<file path="src/source/i2c_bus_pkg.sv">
/*
 * two-wire bus definitions: step timing, byte size and the
 * control byte with its field view
 */
package i2c_bus_pkg;

    // clk cycles between two step strobes
    // two steps per scl level, four per scl period
    localparam int STEP_CYCLES = 32;

    // bits moved per byte on sda, msb first
    localparam int BITS_PER_BYTE = 8;

    // fixed device type code of the serial eeprom family
    localparam logic [3:0] DEVICE_CODE = 4'b1010;

    // control byte, sent right after a start or repeated start
    // raw view is what goes out on sda
    // field view is how the byte is built and decoded
    typedef union packed {
        logic [7:0] raw;
        struct packed {
            // device type, upper nibble
            logic [3:0] device;
            // chip select pins a2..a0
            logic [2:0] chip_sel;
            // 1 for read, 0 for write
            logic       rw;
        } f;
    } ctrl_byte_u;

endpackage

</file>
<file path="src/source/scl_timer.sv">
/*
 * scl timer: step strobe every STEP_CYCLES clk and scl toggling
 * every second step while a transaction runs
 */
`timescale 1ns/1ns

module scl_timer (
    input  logic clk,
    input  logic rst_n,
    input  logic busy,
    output logic step,
    output logic scl
);

    // free running divider, wraps once per step
    logic [4:0] step_cnt;
    // low on the first step of an scl level, high on the second
    logic       phase;

    always_ff @(posedge clk or negedge rst_n) begin
        if (!rst_n) begin
            step_cnt <= '0;
        end else if (step) begin
            step_cnt <= '0;
        end else begin
            step_cnt <= step_cnt + 5'd1;
        end
    end

    // one clk pulse at the end of every divider period
    assign step = (step_cnt == 5'(i2c_bus_pkg::STEP_CYCLES - 1));

    always_ff @(posedge clk or negedge rst_n) begin
        if (!rst_n) begin
            scl   <= 1'b1;
            phase <= 1'b0;
        end else if (step) begin
            if (!busy) begin
                // bus idle, clock parked high
                scl   <= 1'b1;
                phase <= 1'b0;
            end else begin
                phase <= ~phase;
                // level ends after two steps
                if (phase) begin
                    scl <= ~scl;
                end
            end
        end
    end

endmodule

</file>
<file path="config.mk">
export PLATFORM = sky130hd
export DESIGN_NAME = scl_timer
export DESIGN_NICKNAME = d
export VERILOG_FILES = /design/src/source/i2c_bus_pkg.sv /design/src/source/scl_timer.sv
export SDC_FILE = /design/constraint.sdc
export NUM_CORES = 1
export LEC_CHECK = 0
export BUFFER_PORTS_ARGS = -buffer_cell sky130_fd_sc_hd__buf_2
export CAP_MARGIN = 20
export CORE_AREA = 5 5 42 44
export DETAILED_ROUTE_END_ITERATION = 8
export DIE_AREA = 0 0 47 49
export HOLD_SLACK_MARGIN = 0.12
export SLEW_MARGIN = 30
export SYNTH_ARGS = -nofsm -noshare
export SYNTH_HDL_FRONTEND = slang
export SYNTH_SLANG_ARGS = --single-unit
</file>
<file path="constraint.sdc">
create_clock -name clk -period 1.5 [get_ports clk]
set_clock_uncertainty 0.2 [all_clocks]
set_input_delay 0.3 -clock clk [delete_from_list [all_inputs] [get_ports clk]]
set_output_delay 0.3 -clock clk [all_outputs]
set_load 0.05 [all_outputs]
</file>
==> results.py, run 1 <==
metrics = {
    "status": {
        "status": "complete, but fails checks",
        "violations": "setup timing",
    },
    "setup_path": {
        "cp.arrival_ps": 1270,
        "path_max_fanout": 2,
        "crit_required_ps": 1000,
        "r2r-start": "step_cnt[0]$_DFF_PN0_",
        "r2r_end": "step_cnt[3]$_DFF_PN0_",
        "crit_path_top_delay_cell": "dfrtp_1",
        "r2r_slack_ps": -170,
        "worstRegToRegCells": 7,
        "start_kind": "register",
        "critical_path_class": "register to output pin",
        "crit_path_cell_trace": "ha_2 > and3_4 > ha_4 > buf_8",
        "worstSetupEndpointType": "output pin",
        "cp_slowest_stage_delay_ps": 380,
    },
    "yosys": {
        "synth_cell_type_count": 15,
        "synth-seq-cells": 7,
        "synth_fp_nets": 31,
        "synth_top_area_cell": "dfrtp_1",
        "netlist.area_leader.share_pct": 48.6,
        "synth.avg_cell_area_sq_um": 12.4,
        "syn_area_sq_um": 309,
        "yosysSeqAreaShare_pct": 57.1,
        "postSynthCellCount": 25,
        "ys_warn_count": 0,
        "ys_top_cells_by_area": "dfrtp_1 49%, ha_1 12%, dfstp_2 8.5%",
    },
    "cts": {
        "cts_sinks": 7,
        "clock-root-buffer": "clkbuf_4",
        "numCtsBuffers": 3,
        "clockBufferDepth": 2,
        "clk_latency_ps": 250,
        "cts_tree": "built",
        "clkTransAtPathRegs_ps": 50,
        "htree_num_levels": 1,
    },
    "cells_and_area": {
        "drive_gt1_share_pct": 63.6,
        "antenna_cells": 0,
        "stdcell_area_sq_um": 544,
        "layout_common_cells": "8 x buf_4, 6 x dfrtp_1, 3 x clkbuf_4",
        "fill_cells": 138,
        "area_growth_pct": 76.1,
        "final_nets": 51,
        "stdcell_count": 60,
        "final_common_cell": "buf_4",
    },
    "sta": {
        "rsz0062_at_grt": "yes",
        "fin_crit_ps": 1770,
        "maxSlewHeadroom_pct": 79.7,
        "hold_ws_ps": 134,
        "fin_crit_sh_pct": 118,
        "final-hold-violation-count": 0,
        "setup-violations-final": 5,
        "fmax_mhz": 565,
        "finalMaxSlewViolations": 0,
        "worstMarginPinSlew_ps": 302,
        "setup_slack_ps": -270,
    },
    "global_routing": {
        "grt_pass1_wl_mm": 1.02,
        "grt_use_total_pct": 6.95,
        "antenna_found_initial": 0,
        "grt_pass1_vias": 242,
        "grt-ovfl-total": 0,
        "grt_max_degree": 8,
    },
    "floorplanning": {
        "io_pins": 5,
        "rows": 14,
        "start_util_pct": 22.1,
        "die_h_microns": 49,
        "die_area_sq_um": 2300,
        "die_x_microns": 47,
        "coreArea_sq_um": 1400,
    },
    "place": {
        "dp.cells": 51,
        "portBuffers": 4,
        "dp_slack_ps": -133,
        "place.gp.congestion": 0.652,
        "post_dp_cell_area_sq_um": 425,
        "dp_hpwl_microns": 432,
    },
    "route": {
        "vias": 252,
        "detail_route.wl_per_cell_microns": 11.0,
        "routed_wl_microns": 658,
        "drt_first_iter_violations": 3,
        "route.detailed.drc": 0,
        "antenna_left": 0,
        "dr.pass1.iters": 2,
        "via_per_inst": 4.20,
    },
    "power": {
        "switching_power_mw": 0.0730,
        "leakage_nw": 0.237,
        "seqPwrFrac_pct": 51.4,
        "intPower_mw": 0.295,
        "p_sw_share_pct": 19.8,
        "peakVddDrop_uv": 467,
        "powerDensity_nw_per_um2": 676,
        "finalPower_mw": 0.368,
        "comb_power_share_pct": 2.6,
        "clkPwrFrac_pct": 46.0,
    },
    "hold_path": {
        "hold_path.class": "primary input to register",
        "hold_end": "phase$_DFFE_PN0N_",
        "min-delay-start": "busy",
        "hold_depth": 3,
    },
    "run": {
        "maxCapViolCount": 0,
    },
}
-- critical path, delay by kind of cell (launching register included) --
family | cells | cell delay [ps]
buffers and inverters | 1 | 140
adder cells (fa/ha/maj) | 2 | 350
flip-flops | 1 | 380
AND/OR/NAND/NOR | 1 | 160
-- state kept, by name, indices dropped and copies added, names as in the netlist --
| register | flops |
|---|---|
| step_cnt | 5 |
| phase | 1 |
| scl | 1 |
-- power groups by stage --
| stage | sequential, mW | clock, mW | combinational [mW] |
|---|---|---|---|
| 6_report | 0.189 | 0.169 | 0.00956 |
| 5_1_grt | 0.189 | 0.194 | 0.0113 |
| 4_1_cts | 0.189 | 0.176 | 0.0100 |
| 3_5_place_dp | 0.192 | 0 | 0.00772 |
| 3_3_place_gp | 0.192 | 0 | 0.00787 |
| 2_1_floorplan | 0.192 | 0 | 0.00104 |
-- cell families after synthesis --
| family | count (synthesis) | synth area share, % |
|---|---|---|
| mux | 1 | 4.86 |
| compound gates | 1 | 1.62 |
| xor+xnor | 1 | 2.83 |
| flops | 7 | 57.1 |
| buf+inv | 1 | 1.21 |
| fa+ha+maj | 3 | 12.1 |
| simple gates | 11 | 20.2 |
-- area by class of cell --
cell class / instances / area (sq um) / area share [%]
Tap cell: 16 / 20.0 / 3.68
Sequential cell: 7 / 176 / 32.4
Multi-Input combinational cell: 17 / 185 / 34.0
Inverter: 1 / 3.75 / 0.690
Clock buffer: 4 / 26.3 / 4.83
Timing Repair Buffer: 15 / 133 / 24.4
-- stage by stage --
| step | setup TNS [ps] | utilization, % |
|---|---|---|
| floorplan | -32.1 | - |
| detailed placement | -271 | 30.4 |
| global route | -929 | 38.8 |
| finish | -634 | 38.8 |
| CTS | -500 | 35.6 |
| global placement | -189 | 30.4 |
-- routing by layer --
| metal | GRT usage, % | wire, microns | vias up | share of wire, % |
|---|---|---|---|---|
| li1 | - | - | 126 | - |
| met1 | 7.40 | 264 | 114 | 40 |
| met2 | 8.60 | 317 | 7 | 48 |
| met3 | 4.43 | 48 | 5 | 7.3 |
| met4 | 6.91 | 27 | 0 | 4.1 |
| met5 | 0 | 0 | - | 0 |
-- repair_timing --
action,4_1_cts,5_1_grt
gates resized for setup,8,8
buffers inserted,3,3
hold endpoints to repair,7,0
endpoints found under the setup margin,5,7
hold buffers,1,0
pin swaps,4,2
-- synth_stat cells (all sizes together) --
cell / n
ha: 3
and3: 1
nor3: 1
nand3b: 1
nor2: 4
and4: 1
dfrtp: 6
inv: 1
mux2: 1
nand3: 1
o21ai: 1
nor3b: 1
xnor2: 1
dfstp: 1
nor2b: 1
-- worst max path at each step --
| stage | startpoint | endpoint | slack (ps) | cells past startpoint |
|---|---|---|---|---|
| 5_1_grt | step_cnt[0]$_DFF_PN0_ | step | -320 | 4 |
| 6_report | step_cnt[0]$_DFF_PN0_ | step | -270 | 4 |
| 3_5_place_dp | step_cnt[0]$_DFF_PN0_ | scl$_DFFE_PN1P_ | -130 | 6 |
| 4_1_cts | step_cnt[1]$_DFF_PN0_ | step | -280 | 4 |
| 3_3_place_gp | step_cnt[0]$_DFF_PN0_ | step | -100 | 4 |
| 2_1_floorplan | step_cnt[0]$_DFF_PN0_ | scl$_DFFE_PN1P_ | -30 | 5 |
Note: power is estimated with default switching activity, not from simulation.
==> run 2, diff against run 1 <==
SETUP_SLACK_MARGIN = 0.2   (was not set)
clock period = 2.3 ns   (was 1.5 ns; I/O delays follow)
==> run 2 against run 1 <==
  * Non-clock buffer count fell by 9
  * First-iteration DRC count rose by 33%
  * Global-route usage fell by 1.6 points
  * Clock-buffer cell count did not move
  * The flow now finishes without violations
  * Flip-flop and latch count did not move
  * Via count fell by 17%
  * Setup slack improved by 510 ps
  * Largest power group unchanged
  * Largest cell class is now sequential cells
  * Cell count fell by 15%
  * Sequential power fell by 35%
  * Critical path type unchanged
  * Combinational power fell by 35%
  * Register-to-register slack improved by 820 ps
==> results.py, run 2 (synthesis gave the netlist of run 1 again) <==
metrics = {
    "route": {
        "via_per_inst": 4.10,
        "dr.pass1.iters": 3,
        "route.detailed.drc": 0,
        "drt_first_iter_violations": 4,
        "detail_route.wl_per_cell_microns": 10.6,
        "vias": 209,
        "routed_wl_microns": 539,
        "antenna_left": 0,
    },
    "floorplanning": {
        "die_h_microns": 49,
        "start_util_pct": 22.1,
        "die_x_microns": 47,
        "rows": 14,
        "die_area_sq_um": 2300,
        "io_pins": 5,
        "coreArea_sq_um": 1400,
    },
    "setup_path": {
        "crit_required_ps": 1640,
        "cp.arrival_ps": 1400,
        "r2r_slack_ps": 650,
        "path_max_fanout": 4,
        "worstSetupEndpointType": "output pin",
        "start_kind": "register",
        "critical_path_class": "register to output pin",
    },
    "cells_and_area": {
        "area_growth_pct": 35.2,
        "drive_gt1_share_pct": 37.1,
        "seq_area_sq_um": 176,
        "fill_cells": 150,
        "stdcell_count": 51,
        "antenna_cells": 0,
        "final_nets": 42,
        "multi_input_area_sq_um": 144,
        "final_common_cell": "dfrtp_1",
        "largest_reg_flops": 5,
        "top_register": "step_cnt",
        "layout_common_cells": "6 x dfrtp_1, 4 x nor2_1, 3 x clkbuf_4, 3 x buf_2",
        "reg_top3": "step_cnt: 5 flops, phase: 1 flops, scl: 1 flops",
    },
    "sta": {
        "finalMaxSlewViolations": 0,
        "worstMarginPinSlew_ps": 248,
        "final-hold-violation-count": 0,
        "maxSlewHeadroom_pct": 83.6,
        "setup-violations-final": 0,
        "rsz0062_at_grt": "no",
        "tns_ps": 0,
        "fmax_mhz": 486,
        "fin_crit_ps": 2060,
        "fin_crit_sh_pct": 89.5,
    },
    "global_routing": {
        "grt-busiest-layer": "met2",
        "antenna_found_initial": 0,
        "grtUsageMet1_pct": 6.71,
        "use_met2_pct": 7.47,
        "grt_use_met3_pct": 1.11,
        "grt-ovfl-total": 0,
        "grt_max_degree": 8,
        "grt_pass1_vias": 196,
        "grt_pass1_wl_microns": 841,
        "grt_use_total_pct": 5.31,
    },
    "cts": {
        "cts_sinks": 7,
        "clock-root-buffer": "clkbuf_4",
        "clkTransAtPathRegs_ps": 50,
        "cts_tree": "built",
        "clockBufferDepth": 2,
        "numCtsBuffers": 3,
        "htree_num_levels": 1,
        "clk_latency_ps": 250,
    },
    "power": {
        "intPower_mw": 0.192,
        "peakVddDrop_uv": 250,
        "powerDensity_nw_per_um2": 578,
        "p_sw_share_pct": 20.3,
        "comb_power_share_pct": 2.6,
        "leakage_nw": 0.187,
        "seqPwrFrac_pct": 51.1,
        "clkPwrFrac_pct": 46.4,
        "switching_power_mw": 0.0491,
    },
    "run": {
        "maxCapViolCount": 0,
    },
    "place": {
        "portBuffers": 4,
        "place.gp.congestion": 0.707,
        "dp.cells": 45,
        "dp_hpwl_microns": 373,
    },
    "status": {
        "status": "finished clean",
    },
    "hold_path": {
        "hold_path.class": "register to register",
    },
}
==> run 2: path summary, 6_finish.rpt <==
path	cells after the start	startpoint	endpoint
setup reg to reg	5	step_cnt[0]$_DFF_PN0_	step_cnt[3]$_DFF_PN0_
max in group asynchronous	2	rst_n	scl$_DFFE_PN1P_
hold reg to reg	1	step_cnt[0]$_DFF_PN0_	step_cnt[0]$_DFF_PN0_
setup / recovery	4	step_cnt[0]$_DFF_PN0_	step
min in group asynchronous	2	rst_n	step_cnt[1]$_DFF_PN0_
hold / removal	1	step_cnt[0]$_DFF_PN0_	step_cnt[0]$_DFF_PN0_
==> run 2: routing by layer <==
metal  part of all wire [%]  wire length, microns
met3                    3.2                    17
met1                     45                   241
met5                      0                     0
met2                     48                   261
met4                    3.2                    17
==> run 2: worst max-delay path: stages, from the launching register on <==
cell	delay [ps]
dfrtp_1	400
ha_2	190
and3_2	240
ha_4	180
buf_8	140
==> run 2: power groups by stage <==
stage | Clock [mW] | Combinational [mW] | Sequential [mW]
3_5_place_dp | 0 | 0.00504 | 0.125
5_1_grt | 0.120 | 0.00687 | 0.123
2_1_floorplan | 0 | 0.000677 | 0.125
6_report | 0.112 | 0.00617 | 0.123
4_1_cts | 0.118 | 0.00635 | 0.123
3_3_place_gp | 0 | 0.00503 | 0.125
==> run 2: timing repair <==
item,CTS,global route
gates resized for setup,4,2
hold endpoints to repair,7,0
hold buffers,1,0
buffers inserted,0,1
endpoints found under the setup margin,1,1
cloned,0,0
pin swaps,0,1
==> run 2: cell type report <==
class | count | area share [%]
sequential | 7 | 42.2
multi-input combinational | 17 | 34.4
clock buffer | 4 | 6.29
tap | 16 | 4.79
timing repair buffer | 6 | 11.4
inverter | 1 | 0.898
==> run 2: stage by stage <==
stage	worst slack (ps)	hold WS [ps]	instance area, sq um	util, %	power, mW
2_1_floorplan	449	-35.6	309	-	0.126
3_3_place_gp	382	100	349	24.9	0.130
3_5_place_dp	369	101	349	24.9	0.130
4_1_cts	209	279	397	28.3	0.247
5_1_grt	196	323	418	29.8	0.250
6_report	241	283	418	29.8	0.242
==> run 3, diff against run 2 <==
BUFFER_PORTS_ARGS = not set   (was -buffer_cell sky130_fd_sc_hd__buf_2)
DONT_BUFFER_PORTS = 1   (was not set)
==> run 3 against run 2 <==
  * Sequential share of layout area is 4.5 points higher
  * Cell count is 9.8% lower
  * Global-route usage is 0.50 points higher
  * Worst hold slack worse by 120 ps
  * Combinational power is 34% lower
  * Die area stayed put
  * Register-to-register slack worse by 30 ps
  * Clock-buffer cell count stayed put
  * Largest power group unchanged
  * Highest routed layer unchanged
==> results.py, run 3 (synthesis gave the netlist of run 1 again) <==
metrics = {
    "status": {
        "status": "finished clean",
    },
    "floorplanning": {
        "die_x_microns": 47,
        "die_area_sq_um": 2300,
        "coreArea_sq_um": 1400,
        "die_h_microns": 49,
        "rows": 14,
        "start_util_pct": 22.1,
        "io_pins": 5,
    },
    "route": {
        "routed_wl_microns": 517,
        "drt_first_iter_violations": 14,
        "antenna_left": 0,
        "via_per_inst": 4.46,
        "dr.pass1.iters": 3,
        "route.detailed.drc": 0,
        "detail_route.wl_per_cell_microns": 11.2,
        "vias": 205,
    },
    "place": {
        "post_dp_cell_area_sq_um": 329,
        "place.gp.congestion": 0.652,
        "dp_slack_ps": 363,
        "portBuffers": 0,
        "dp_hpwl_microns": 375,
        "dp.cells": 41,
    },
    "cells_and_area": {
        "stdcell_count": 46,
        "reg_top3": "step_cnt: 5 flops, phase: 1 flops, scl: 1 flops",
        "final_common_cell": "dfrtp_1",
        "final_nets": 37,
        "fill_cells": 150,
        "top_register": "step_cnt",
        "layout_common_cells": "6 x dfrtp_1, 4 x nor2_1, 3 x clkbuf_4, 2 x ha_1",
        "area_growth_pct": 22.3,
        "drive_gt1_share_pct": 23.3,
        "antenna_cells": 0,
        "largest_reg_flops": 5,
        "stdcell_area_sq_um": 378,
        "utilization_pct": 27.0,
    },
    "sta": {
        "fmax_mhz": 496,
        "finalMaxSlewViolations": 0,
        "worstMarginPinSlew_ps": 312,
        "setup_slack_ps": 285,
        "final-hold-violation-count": 0,
        "fin_crit_ps": 2020,
        "tns_ps": 0,
        "rsz0062_at_grt": "no",
        "fin_crit_sh_pct": 87.6,
        "maxSlewHeadroom_pct": 79.1,
        "setup-violations-final": 0,
    },
    "setup_path": {
        "r2r_slack_ps": 620,
        "cp.arrival_ps": 1360,
        "start_kind": "register",
        "worstSetupEndpointType": "output pin",
        "worstRegToRegCells": 5,
        "crit_required_ps": 1640,
        "critical_path_class": "register to output pin",
        "r2r_end": "scl$_DFFE_PN1P_",
        "crit_path_top_delay_cell": "dfrtp_1",
        "r2r-start": "step_cnt[0]$_DFF_PN0_",
        "cp_slowest_stage_delay_ps": 400,
        "crit_path_cell_trace": "ha_1 > and3_2 > ha_4",
        "path_max_fanout": 4,
    },
    "cts": {
        "clock-root-buffer": "clkbuf_4",
        "htree_num_levels": 1,
        "clk_latency_ps": 250,
        "cts_sinks": 7,
        "clockBufferDepth": 2,
        "clkTransAtPathRegs_ps": 60,
        "cts_tree": "built",
        "numCtsBuffers": 3,
    },
    "global_routing": {
        "grt_pass1_wl_microns": 890,
        "grt-ovfl-total": 0,
        "grt_pass1_vias": 204,
        "grt_use_total_pct": 5.82,
        "grt_max_degree": 8,
        "antenna_found_initial": 0,
    },
    "hold_path": {
        "hold_depth": 2,
        "hold_path.class": "primary input to register",
        "min-delay-start": "busy",
        "hold_end": "phase$_DFFE_PN0N_",
    },
    "power": {
        "switching_power_mw": 0.0476,
        "seqPwrFrac_pct": 51.7,
        "clkPwrFrac_pct": 46.6,
        "leakage_nw": 0.162,
        "p_sw_share_pct": 19.9,
        "intPower_mw": 0.191,
        "powerDensity_nw_per_um2": 632,
        "peakVddDrop_uv": 290,
        "comb_power_share_pct": 1.7,
    },
    "run": {
        "maxCapViolCount": 0,
    },
}
run 3: cell types whose count changed in the layout (fill, tap and decap cells not counted), sizes merged:
cell / before / now
buf: 5 / 0
run 3: worst max path at each step:
stage | from | to | slack, ps | depth (start not counted)
after detailed placement | step_cnt[0]$_DFF_PN0_ | step | 360 | 3
after floorplan | step_cnt[0]$_DFF_PN0_ | step | 450 | 3
after CTS | step_cnt[0]$_DFF_PN0_ | step | 240 | 3
after global routing | step_cnt[0]$_DFF_PN0_ | step | 230 | 3
after global placement | step_cnt[0]$_DFF_PN0_ | step | 380 | 3
final | step_cnt[0]$_DFF_PN0_ | step | 280 | 3
run 3: critical path: cells and delay by family, from the launching register on:
family,cells,cell delay [ps]
fa+ha+maj,2,450
flops,1,400
simple gates,1,250
run 3: power groups by stage:
stage | Combinational, mW | Clock [mW] | Sequential (mW)
after floorplan | 0.000677 | 0 | 0.125
after global placement | 0.000687 | 0 | 0.125
after detailed placement | 0.000724 | 0 | 0.125
after CTS | 0.00430 | 0.114 | 0.123
after global routing | 0.00476 | 0.122 | 0.123
final | 0.00407 | 0.111 | 0.123
run 3: metal layers:
metal | wire (microns) | GRT usage (%)
met5 | 0 | 0
met4 | 12 | 4.15
met3 | 30 | 3.32
met2 | 262 | 6.79
met1 | 212 | 7.64
run 3: cell type report:
cell class,instances,area (sq um),share of cell area [%]
sequential,7,176,46.7
timing repair buffer,1,10.0,2.65
tap,16,20.0,5.30
clock buffer,4,26.3,6.95
multi-input combinational,17,141,37.4
inverter,1,3.75,0.993
run 3: what timing repair did:
| action | CTS | global route |
|---|---|---|
| hold endpoints to repair | 7 | 0 |
| gates resized for setup | 1 | 1 |
| endpoints found under the setup margin | 1 | 1 |
| hold buffers | 1 | 0 |
| buffers inserted | 0 | 0 |
run 3: per-stage QoR:
| stage | power [mW] | hold WS [ps] |
|---|---|---|
| 5_1_grt | 0.250 | 175 |
| 4_1_cts | 0.242 | 166 |
| 2_1_floorplan | 0.126 | -35.6 |
| 3_5_place_dp | 0.126 | -35.4 |
| 6_report | 0.239 | 167 |
| 3_3_place_gp | 0.126 | -35.4 |
