### config.mk
export PLATFORM = sky130hd
export DESIGN_NAME = byte_shifter
export DESIGN_NICKNAME = d
export VERILOG_FILES = /design/src/source/i2c_bus_pkg.sv /design/src/source/byte_shifter.sv
export SDC_FILE = /design/constraint.sdc
export NUM_CORES = 1
export LEC_CHECK = 0
export BUFFER_PORTS_ARGS = -buffer_cell sky130_fd_sc_hd__buf_2
export CAP_MARGIN = 20
export CORE_MARGIN = 2
export CORE_UTILIZATION = 40
export DETAILED_ROUTE_END_ITERATION = 16
export GPL_ROUTABILITY_DRIVEN = 0
export PLACE_DENSITY = 0.66
export SYNTH_ARGS = -nofsm -noshare
export SYNTH_HDL_FRONTEND = slang
export SYNTH_SLANG_ARGS = --single-unit
### constraint.sdc
create_clock -name clk -period 1.77 [get_ports clk]
set_input_delay 0.354 -clock clk [delete_from_list [all_inputs] [get_ports clk]]
set_output_delay 0.354 -clock clk [all_outputs]
set_load 0.05 [all_outputs]
### src/source/i2c_bus_pkg.sv
/*
 * two-wire bus definitions: step timing, byte size and the
 * control byte with its field view
 */
package i2c_bus_pkg;

    // clk cycles between two step strobes
    // two steps per scl level, four per scl period
    localparam int STEP_CYCLES = 32;

    // bits moved per byte on sda, msb first
    localparam int BITS_PER_BYTE = 8;

    // fixed device type code of the serial eeprom family
    localparam logic [3:0] DEVICE_CODE = 4'b1010;

    // control byte, sent right after a start or repeated start
    // raw view is what goes out on sda
    // field view is how the byte is built and decoded
    typedef union packed {
        logic [7:0] raw;
        struct packed {
            // device type, upper nibble
            logic [3:0] device;
            // chip select pins a2..a0
            logic [2:0] chip_sel;
            // 1 for read, 0 for write
            logic       rw;
        } f;
    } ctrl_byte_u;

endpackage

### src/source/byte_shifter.sv
/*
 * msb-first byte shift register and bit counter used for both
 * transmit and receive
 */
`timescale 1ns/1ns

module byte_shifter (
    input  logic       clk,
    input  logic       rst_n,
    input  logic       load,
    input  logic [7:0] load_value,
    input  logic       shift_en,
    input  logic       rx_mode,
    input  logic       rx_bit,
    output logic       tx_bit,
    output logic [7:0] rx_byte,
    output logic       byte_done
);

    logic [7:0] shreg;
    // counts shifts since the last load
    logic [3:0] bit_cnt;

    // shift data, loaded at the start of each byte
    always_ff @(posedge clk) begin
        if (load) begin
            shreg <= load_value;
        end else if (shift_en && !byte_done) begin
            // receive fills from the bus
            // transmit pads with zero
            shreg <= {shreg[6:0], rx_mode ? rx_bit : 1'b0};
        end
    end

    always_ff @(posedge clk or negedge rst_n) begin
        if (!rst_n) begin
            bit_cnt <= '0;
        end else if (load) begin
            bit_cnt <= '0;
        end else if (shift_en && !byte_done) begin
            bit_cnt <= bit_cnt + 4'd1;
        end
    end

    // current bit to put on sda
    assign tx_bit    = shreg[7];
    assign rx_byte   = shreg;
    // counter stops here until the next load
    assign byte_done = (bit_cnt == 4'(i2c_bus_pkg::BITS_PER_BYTE));

endmodule

==> impl_summary.txt, run 1 <==
----------------------------------------------------
[Critical path]
  Data arrival time of the critical path ... around 1300 ps
  Biggest fanout along the worst timing path ... 4
  Startpoint type of the worst setup path ... flop
  Crit path capture type ... primary output
  Setup CP Type ... reg -> out
  Crit path required time ... 1420 ps

[Routing]
  Number of design rule violations left after detail routing ... 0
  Total length of routed met3 wires ... 70 um
  Average wire per cell in the routed design ... between 10 and 15 um
  Amount of wire on met2 after detailed routing ... 459 um
  M1 WL ... approximately 470 um
  ANT nets after route ... 0
  Count of vias placed by the detailed router ... approximately 420
  DR pass1 iterations ... 3
  Wire length after detailed routing ... about 1000 um
  Uppermost layer routed ... met3
  Routed via count divided by cell count ... between 4 and 5
  First-iteration detailed-routing DRC count ... 7

[Finish]
  Antenna fix cells ... 0
  Total of fill cells in the finished design ... 136
  Area added between synthesis and finish ... 26.7%
  Utilization after layout ... between 50% and 60%
  Number of nets in the layout ... 88
  Count of non-filler cells in the finished layout ... 86
  Share of post-route cells with drive strength above 1 ... approximately half
  Total non-filler cell area in the finished layout ... approximately 750 um2

[STA]
  Hold slack final ... about 380 ps
  Setup TNS ... 0 ps
  Tightest Pin Transition ... 283 ps
  Final worst slack ... around 140 ps
  RSZ-0062 raised after global routing ... false
  Final Cycle Share ... 91.8%
  Pins over their slew limit ... 0
  FMAX ... around 600 MHz
  Layout Skew ... ~4.5 ps
  Finish-stage setup viols ... 0
  Worst slew slack as a fraction of its limit ... about four fifths
  Number of endpoints with negative hold slack in the final report ... 0
  Tmin final ... between 1500 and 2000 ps

[Synth]
  Asr flop ratio synth ... between 30% and 40%
  Count of different cell masters after synthesis ... 20
  Yosys reg bits ... 12
  Cell type with the highest aggregate area in the netlist ... edfxtp_1
  Main flop type after synthesis ... edfxtp_1
  Top cells by area, synth ... edfxtp_1, dfrtp_1, mux2_2
  Post-synthesis instance area ... just under 600 um2
  Sequential area share after synthesis ... 57.3%
  Net count after synthesis ... 62
  Synthesized netlist cell count ... 46
  Average cell area after synthesis ... approximately 13 um2
  Yosys synthesis warning count ... 0
  Post-synth top area share ... about two fifths
  Post-synth EDFFs ... 8

[Power]
  Total design power ... around 0.71 mW
  Power density over the cells ... about 950 nW/um2
  Worst vdd rail ir drop ... between 0.5 and 0.6 mV
  Leak ... roughly 0.35 nW

[Place]
  Number of cells after detailed placement ... 81
  Final HPWL DP ... about 780 um
  Cell area reported after detailed placement ... between 700 and 800 um2
  Buffers added on ports ... 23
  Setup WS pre-CTS ... about 210 ps

[Run]
  Reported max-cap violation count ... 0

[GRT]
  Vias in the first global route ... just under 400
  Number of antenna violations at the first check in global routing ... 0
  Total gr overflow ... 0
  Maximum number of pins on one net before global-route repair ... 17
  Total routing resource utilization after global routing ... a little over an eighth
  First-pass GRT wire length ... ~1.7 mm

[Die]
  Initial Util ... 44.0%
  Num ports ... 24
  Number of placement rows ... 13
  Horiz. Die Dim ... 42.5 um
  Placeable core area ... between 1000 and 1500 um2
  Vert. Die Dim ... 42.5 um
  Total die area ... around 1800 um2

[CTS]
  Number of buffers between clock root and the deepest sink ... 2
  Clock net sink count ... 12
  Root buffer cell ... clkbuf_4
  Worst-skew pair later-pin latency ... approximately 270 ps
  Buffer count from post-CTS setup fixing ... 0
  CTS HTree Levels ... 1
  Number of clock buffers inserted by TritonCTS ... 3
  CTS tree ... yes
  CTS clk-pin slew, worst paths ... 80 ps

[Run status]
  Run status ... completed

[Hold path]
  Class of the worst hold path ... in -> reg

----------------------------------------------------
[report_power, final]
| part | total [mW] | internal (mW) | switching (mW) |
|---|---|---|---|
| registers | 0.340 | 0.328 | 0.0123 |
| clock network | 0.215 | 0.125 | 0.0901 |
| logic | 0.159 | 0.0507 | 0.108 |
[cell usage after synthesis (2+ instances only)]
library cell	n
dfrtp_1	4
edfxtp_1	8
ha_1	2
inv_1	2
mux2_2	7
nand2_1	5
nand2b_1	2
nor2_1	4
[cell families after synthesis]
group | Yosys count | share of synthesized area (%)
simple gates | 14 | 11.4
flops | 12 | 57.3
mux | 9 | 17.5
buf+inv | 5 | 5.26
compound gates | 3 | 2.95
fa+ha+maj | 2 | 4.21
xor+xnor | 1 | 1.47
[final timing paths]
path	start	to	slack, ps	cells after the start
min in group asynchronous	rst_n	bit_cnt[2]$_DFFE_PN0P_	410	2
max in group asynchronous	rst_n	bit_cnt[0]$_DFFE_PN0P_	1230	2
max	bit_cnt[0]$_DFFE_PN0P_	byte_done	140	5
max reg2reg	bit_cnt[0]$_DFFE_PN0P_	rx_byte[2]$_DFFE_PP_	200	5
min reg2reg	bit_cnt[3]$_DFFE_PN0P_	bit_cnt[3]$_DFFE_PN0P_	570	2
min	load_value[5]	rx_byte[5]$_DFFE_PP_	380	2
[timing repair]
item	4_1_cts	5_1_grt
gates resized for setup	0	2
hold buffers	1	0
endpoints found under the hold margin	4	0
endpoints found under the setup margin	0	1
[per-layer routing]
layer / GRT usage [%] / vias to the layer above
li1: - / 206
met1: 16.3 / 200
met2: 19.1 / 16
met3: 7.76 / 0
met4: 3.75 / 0
met5: 0 / -
[final cells by class]
cell class	instances	area, um2	share of cell area [%]
flip-flops and latches	12	340	45.2
multi-input cells	29	223	29.6
repair buffers	24	128	16.9
clock buffers	4	36.3	4.82
well taps	15	18.8	2.49
inverters	2	7.51	0.997
[cells in the final DEF, fill, tap and decap left out, types with 2 or more instances in the layout]
| cell | count |
|---|---|
| ha_1 | 2 |
| inv_1 | 2 |
| dfrtp_1 | 4 |
| nor2_1 | 4 |
| mux2_2 | 7 |
| clkbuf_4 | 3 |
| edfxtp_1 | 8 |
| nand2_1 | 5 |
| nand2b_1 | 2 |
| buf_2 | 22 |
[worst max-delay path, cell delays in order (launching register included)]
cell	delay, ps
dfrtp_1	410
inv_1	90
ha_1	140
nand2_1	70
nor2_1	90
buf_4	200
[state kept, by name (all words and copies together) (netlist names)]
| register | count |
|---|---|
| bit_cnt | 4 |
| rx_byte | 8 |
(Power assumes the default switching activity.)
==> inputs of run 2 (changes only) <==
--- a/config.mk
+++ b/config.mk
@@ -11,7 +11,7 @@
 export CORE_UTILIZATION = 40
 export DETAILED_ROUTE_END_ITERATION = 16
 export GPL_ROUTABILITY_DRIVEN = 0
-export PLACE_DENSITY = 0.66
+export PLACE_DENSITY = 0.69
 export SYNTH_ARGS = -nofsm -noshare
 export SYNTH_HDL_FRONTEND = slang
 export SYNTH_SLANG_ARGS = --single-unit
==> constraint.sdc (replaced) <==
create_clock -name clk -period 1.4 [get_ports clk]
set_input_delay 0.28 -clock clk [delete_from_list [all_inputs] [get_ports clk]]
set_output_delay 0.28 -clock clk [all_outputs]
set_load 0.05 [all_outputs]
==> impl_summary.txt, run 2 (same netlist as run 1, synthesis figures left out) <==
----------------------------------------------------
[GRT]
  Total routing resource utilization after global routing ... 16.3% (+3.2 points)
  Grt met3 use ... 2.59% (-5.2 points)
  Total gr overflow ... 0 (unchanged)
  Number of antenna violations at the first check in global routing ... 0 (unchanged)
  Met1 Resource Use GR ... 20.8% (+4.4 points)
  Grt peak-use layer ... met2
  Vias in the first global route ... 467 (+17%)
  Maximum number of pins on one net before global-route repair ... 17 (unchanged)
  Met2 global-route usage ... 26.8% (+7.7 points)
  First-pass GRT wire length ... 2.14 mm (+27%)

[CTS]
  Number of buffers between clock root and the deepest sink ... 2 (unchanged)
  Number of clock buffers inserted by TritonCTS ... 3 (unchanged)
  Clock net sink count ... 12 (unchanged)
  Root buffer cell ... clkbuf_4
  CTS tree ... yes
  CTS HTree Levels ... 1 (unchanged)
  CTS clk-pin slew, worst paths ... 80 ps (about the same)
  Worst-skew pair later-pin latency ... 270 ps (about the same)

[STA]
  Finish-stage setup viols ... 11 (+11)
  Worst slew slack as a fraction of its limit ... 80.3% (-0.88 points)
  Pins over their slew limit ... 0 (unchanged)
  Tightest Pin Transition ... 296 ps (+13.3 ps)
  Tmin final ... ~1500 ps
  RSZ-0062 raised after global routing ... true
  Number of endpoints with negative hold slack in the final report ... 0 (unchanged)
  Final Cycle Share ... 108%
  Final worst slack ... -106 ps (-250 ps)
  Layout Skew ... 1.94 ps (-2.56 ps)
  FMAX ... ~660 MHz

[Critical path]
  Setup CP Type ... reg -> reg
  Data arrival time of the critical path ... 1530 ps (+260 ps)
  Startpoint type of the worst setup path ... flop
  Crit path required time ... 1420 ps (about the same)
  Biggest fanout along the worst timing path ... 8 (+4)
  Crit path capture type ... flop

[Finish]
  Area of combinational cells with multiple inputs ... 248 um2 (+11%)
  Most common library cell in the layout ignoring fill and taps ... buf_2
  Number of nets in the layout ... 99 (+13%)
  Number of flip-flops under the largest register name ... 8 (unchanged)
  Total of fill cells in the finished design ... 116 (-15%)
  Utilization after layout ... 64.1% (+8.3 points)
  Area added between synthesis and finish ... 45.7%
  Sequential standard cell area ... 340 um2 (unchanged)
  Antenna fix cells ... 0 (unchanged)
  Count of non-filler cells in the finished layout ... 97 (+13%)
  Most used cells in the layout excluding fill and tap cells ... buf_2, buf_4, edfxtp_1
  Share of post-route cells with drive strength above 1 ... 62.2% (+11 points)

[Routing]
  ANT nets after route ... 0 (unchanged)
  Routed via count divided by cell count ... 4.71 (-4.0%)
  Wire length after detailed routing ... 1.23 mm (+23%)
  Count of vias placed by the detailed router ... 457 (+8.3%)
  Average wire per cell in the routed design ... 12.7 um (+9.2%)
  First-iteration detailed-routing DRC count ... 8 (+1)
  DR pass1 iterations ... 2 (-1)
  Number of design rule violations left after detail routing ... 0 (unchanged)

[Place]
  Setup WS pre-CTS ... 19.2 ps (-191 ps)
  Buffers added on ports ... 23 (unchanged)
  Final HPWL DP ... 763 um (-2.5%)
  Number of cells after detailed placement ... 85 (+4.9%)

[Die]
  Total die area ... 1810 um2 (unchanged)
  Placeable core area ... 1350 um2 (unchanged)
  Num ports ... 24 (unchanged)
  Initial Util ... 44.0% (unchanged)
  Number of placement rows ... 13 (unchanged)
  Vert. Die Dim ... 42.5 um (unchanged)
  Horiz. Die Dim ... 42.5 um (unchanged)

[Power]
  Total design power ... 0.903 mW (+27%)
  Worst vdd rail ir drop ... 0.616 mV (+3.4%)
  Leak ... 0.408 nW (+17%)
  Power density over the cells ... 1040 nW/um2 (+10%)

[Run status]
  Violations in the final reports ... setup timing
  Run status ... finished, violations left

[Hold path]
  Class of the worst hold path ... in -> reg

[Run]
  Reported max-cap violation count ... 0 (unchanged)

----------------------------------------------------
==> run 2: cell types whose count changed in the layout (fill, tap and decap cells not counted), moves of 2 or more <==
cell	delta
buf_6	+4
inv_1	-2
inv_2	+2
buf_4	+7
==> run 2: cell type report <==
class	count	area share [%]
repair buffers	35	26.0
clock inverters	1	0.434
clock buffers	3	2.60
flip-flops and latches	12	39.3
well taps	15	2.17
multi-input cells	29	28.6
inverters	2	0.867
==> run 2: critical path: stages, from the launching register on <==
cell,delay (ps)
dfrtp_1,390
inv_2,80
ha_4,140
nand2_4,50
buf_6,120
o21a_1,190
or2_4,290
==> run 2: where the power goes <==
| part | internal [mW] | leakage, nW | switching (mW) | total, mW |
|---|---|---|---|---|
| registers | 0.414 | 0.137 | 0.0141 | 0.428 |
| logic | 0.102 | 0.256 | 0.155 | 0.257 |
| clock network | 0.103 | 0.0154 | 0.114 | 0.218 |
| total | 0.619 | 0.408 | 0.284 | 0.903 |
==> run 2: layer usage <==
| layer | vias up | wire [um] |
|---|---|---|
| met4 | 0 | 5 |
| li1 | 230 | - |
| met2 | 16 | 628 |
| met1 | 209 | 534 |
| met3 | 2 | 60 |
| met5 | - | 0 |
==> run 2: worst paths after layout <==
path	start	cells after the start	endpoint	slack (ps)
max	bit_cnt[0]$_DFFE_PN0P_	6	rx_byte[7]$_DFFE_PP_	-110
min	load_value[0]	3	rx_byte[0]$_DFFE_PP_	290
max reg2reg	bit_cnt[0]$_DFFE_PN0P_	6	rx_byte[7]$_DFFE_PP_	-110
min reg2reg	rx_byte[3]$_DFFE_PP_	1	rx_byte[4]$_DFFE_PP_	580
max in group asynchronous	rst_n	2	bit_cnt[3]$_DFFE_PN0P_	940
min in group asynchronous	rst_n	2	bit_cnt[1]$_DFFE_PN0P_	340
==> run 2: through the flow <==
stage          hold slack [ps]  instance area (um2)  setup TNS, ps
3_3_place_gp              91.1                  739              0
5_1_grt                    303                  866          -1740
3_5_place_dp              93.9                  739              0
2_1_floorplan            -15.6                  599          -31.2
6_report                   287                  866          -1010
4_1_cts                    280                  850           -778
==> run 2: what timing repair did <==
item / in CTS / in global routing
endpoints found under the hold margin: 4 / 0
hold buffers: 1 / 0
pin swaps: 2 / 1
setup endpoints to repair: 1 / 11
resized for setup: 7 / 4
setup buffers: 7 / 0
==> inputs of run 3 (changes only) <==
--- a/config.mk
+++ b/config.mk
@@ -11,7 +11,7 @@
 export CORE_UTILIZATION = 40
 export DETAILED_ROUTE_END_ITERATION = 16
 export GPL_ROUTABILITY_DRIVEN = 0
-export PLACE_DENSITY = 0.69
+export PLACE_DENSITY = 0.66
 export SYNTH_ARGS = -nofsm -noshare
 export SYNTH_HDL_FRONTEND = slang
 export SYNTH_SLANG_ARGS = --single-unit
==> constraint.sdc (replaced) <==
create_clock -name clk -period 1.6 [get_ports clk]
set_input_delay 0.32 -clock clk [delete_from_list [all_inputs] [get_ports clk]]
set_output_delay 0.32 -clock clk [all_outputs]
set_load 0.05 [all_outputs]
==> impl_summary.txt, run 3 (same netlist as run 1, synthesis figures left out) <==
----------------------------------------------------
[STA]
  Finish-stage setup viols ... 0 (-11)
  Tightest Pin Transition ... 280 ps (-15.8 ps)
  Worst slew slack as a fraction of its limit ... 81.3% (+1.1 points)
  Tmin final ... about 1500 ps
  Number of endpoints with negative hold slack in the final report ... 0 (unchanged)
  Pins over their slew limit ... 0 (unchanged)
  Layout Skew ... 7.82 ps (+5.88 ps)
  Setup TNS ... 0 ps (+1010 ps)
  Final Cycle Share ... a little over nine tenths
  FMAX ... approximately 650 MHz
  Final worst slack ... 64.5 ps (+170 ps)

[CTS]
  Worst-skew pair later-pin latency ... 270 ps (about the same)
  CTS HTree Levels ... 1 (unchanged)
  CTS tree ... yes
  Clock net sink count ... 12 (unchanged)
  Root buffer cell ... clkbuf_4
  Number of buffers between clock root and the deepest sink ... 2 (unchanged)
  Number of clock buffers inserted by TritonCTS ... 3 (unchanged)
  CTS clk-pin slew, worst paths ... 70 ps (about the same)

[Power]
  Power share of the combinational group ... 26.0% (-2.5 points)
  Sequential share of power ... 49.1% (+1.7 points)
  Leak ... 0.371 nW (-9.0%)
  Power density over the cells ... 951 nW/um2 (-8.8%)
  Switching part of the total ... 31.5% (+0.13 points)
  Pint ... 0.524 mW (-15%)
  Relative contribution of the clock network to total power ... 24.8% (+0.7 points)
  Worst vdd rail ir drop ... 0.555 mV (-9.8%)
  Net switching power ... 0.241 mW (-15%)

[Finish]
  Utilization after layout ... 59.6% (-4.5 points)
  Share of post-route cells with drive strength above 1 ... 58.7% (-3.5 points)
  Area added between synthesis and finish ... 35.4%
  Count of non-filler cells in the finished layout ... 90 (-7.2%)
  Number of flip-flops under the largest register name ... 8 (unchanged)
  Antenna fix cells ... 0 (unchanged)
  Most used cells in the layout excluding fill and tap cells ... buf_2, edfxtp_1, mux2_2
  Total non-filler cell area in the finished layout ... 805 um2 (-7.1%)
  Number of nets in the layout ... 92 (-7.1%)
  Most common library cell in the layout ignoring fill and taps ... buf_2

[Die]
  Initial Util ... 44.0% (unchanged)
  Num ports ... 24 (unchanged)
  Total die area ... 1810 um2 (unchanged)
  Placeable core area ... 1350 um2 (unchanged)
  Vert. Die Dim ... 42.5 um (unchanged)
  Horiz. Die Dim ... 42.5 um (unchanged)
  Number of placement rows ... 13 (unchanged)

[GRT]
  Total routing resource utilization after global routing ... 12.4% (-3.9 points)
  Number of antenna violations at the first check in global routing ... 0 (unchanged)
  Vias in the first global route ... 372 (-20%)
  Total gr overflow ... 0 (unchanged)
  First-pass GRT wire length ... 1.61 mm (-25%)
  Maximum number of pins on one net before global-route repair ... 17 (unchanged)

[Routing]
  Wire length after detailed routing ... 1.09 mm (-12%)
  DR pass1 iterations ... 4 (+2)
  Average wire per cell in the routed design ... 12.1 um (-4.9%)
  Count of vias placed by the detailed router ... 437 (-4.4%)
  Number of design rule violations left after detail routing ... 0 (unchanged)
  First-iteration detailed-routing DRC count ... 9 (+1)
  ANT nets after route ... 0 (unchanged)
  Routed via count divided by cell count ... 4.86 (+3.1%)

[Run status]
  Run status ... completed

[Critical path]
  Startpoint type of the worst setup path ... flop
  Data arrival time of the critical path ... 1220 ps (-310 ps)
  Crit path capture type ... primary output
  Setup CP Type ... reg -> out
  Crit path required time ... 1280 ps (-140 ps)
  Biggest fanout along the worst timing path ... 3 (-5)

[Place]
  Number of cells after detailed placement ... 82 (-3.5%)
  Final HPWL DP ... 787 um (+3.1%)
  Setup WS pre-CTS ... 60.7 ps (+41.5 ps)
  Buffers added on ports ... 23 (unchanged)
  Cell area reported after detailed placement ... 714 um2 (-3.4%)

[Hold path]
  Class of the worst hold path ... in -> reg

[Run]
  Reported max-cap violation count ... 0 (unchanged)

----------------------------------------------------
[run 3: layout make-up]
type	instances	area (um2)
Clock inverter	1	3.75
Sequential cell	12	340
Fill cell	121	546
Inverter	2	7.51
Multi-Input combinational cell	29	250
Clock buffer	3	22.5
Timing Repair Buffer	28	161
Tap cell	15	18.8
[run 3: timing repair]
item	CTS	global route
hold endpoints to repair	4	0
gates cloned	0	0
setup endpoints to repair	1	1
buffers inserted	1	2
resized for setup	2	7
hold buffers	1	0
pin swaps	0	2
[run 3: power by group through the flow]
stage / combinational, mW / sequential, mW / clock [mW]
floorplan: 0.0619 / 0.456 / 0
global placement: 0.175 / 0.382 / 0
detailed placement: 0.177 / 0.383 / 0
CTS: 0.184 / 0.376 / 0.201
global route: 0.210 / 0.380 / 0.221
finish: 0.199 / 0.376 / 0.190
[run 3: routing by layer]
metal	up-vias	GRT usage, %	wire (um)
met3	0	5.60	77
met4	0	5.63	0
met2	19	17.8	562
met5	-	0	0
li1	218	-	-
met1	200	15.9	445
[run 3: path summary, 6_finish.rpt]
| path | start | end | slack [ps] | cells past startpoint |
|---|---|---|---|---|
| setup / recovery | bit_cnt[1]$_DFFE_PN0P_ | byte_done | 60 | 5 |
| hold / removal | load_value[0] | rx_byte[0]$_DFFE_PP_ | 330 | 3 |
| setup reg to reg | bit_cnt[1]$_DFFE_PN0P_ | rx_byte[0]$_DFFE_PP_ | 110 | 5 |
| hold reg to reg | rx_byte[0]$_DFFE_PP_ | rx_byte[1]$_DFFE_PP_ | 590 | 1 |
| max in group asynchronous | rst_n | bit_cnt[1]$_DFFE_PN0P_ | 1100 | 2 |
| min in group asynchronous | rst_n | bit_cnt[2]$_DFFE_PN0P_ | 370 | 2 |
[run 3: stage by stage]
step	hold WS [ps]	power (mW)
CTS	319	0.760
floorplan	24.4	0.518
finish	334	0.765
global placement	130	0.557
detailed placement	131	0.560
global route	332	0.810
[run 3: critical path: stages (launching register included)]
cell     delay (ps)
dfrtp_1         400
inv_2            80
ha_4            140
nand2_4          60
nor2_4          110
buf_6           160
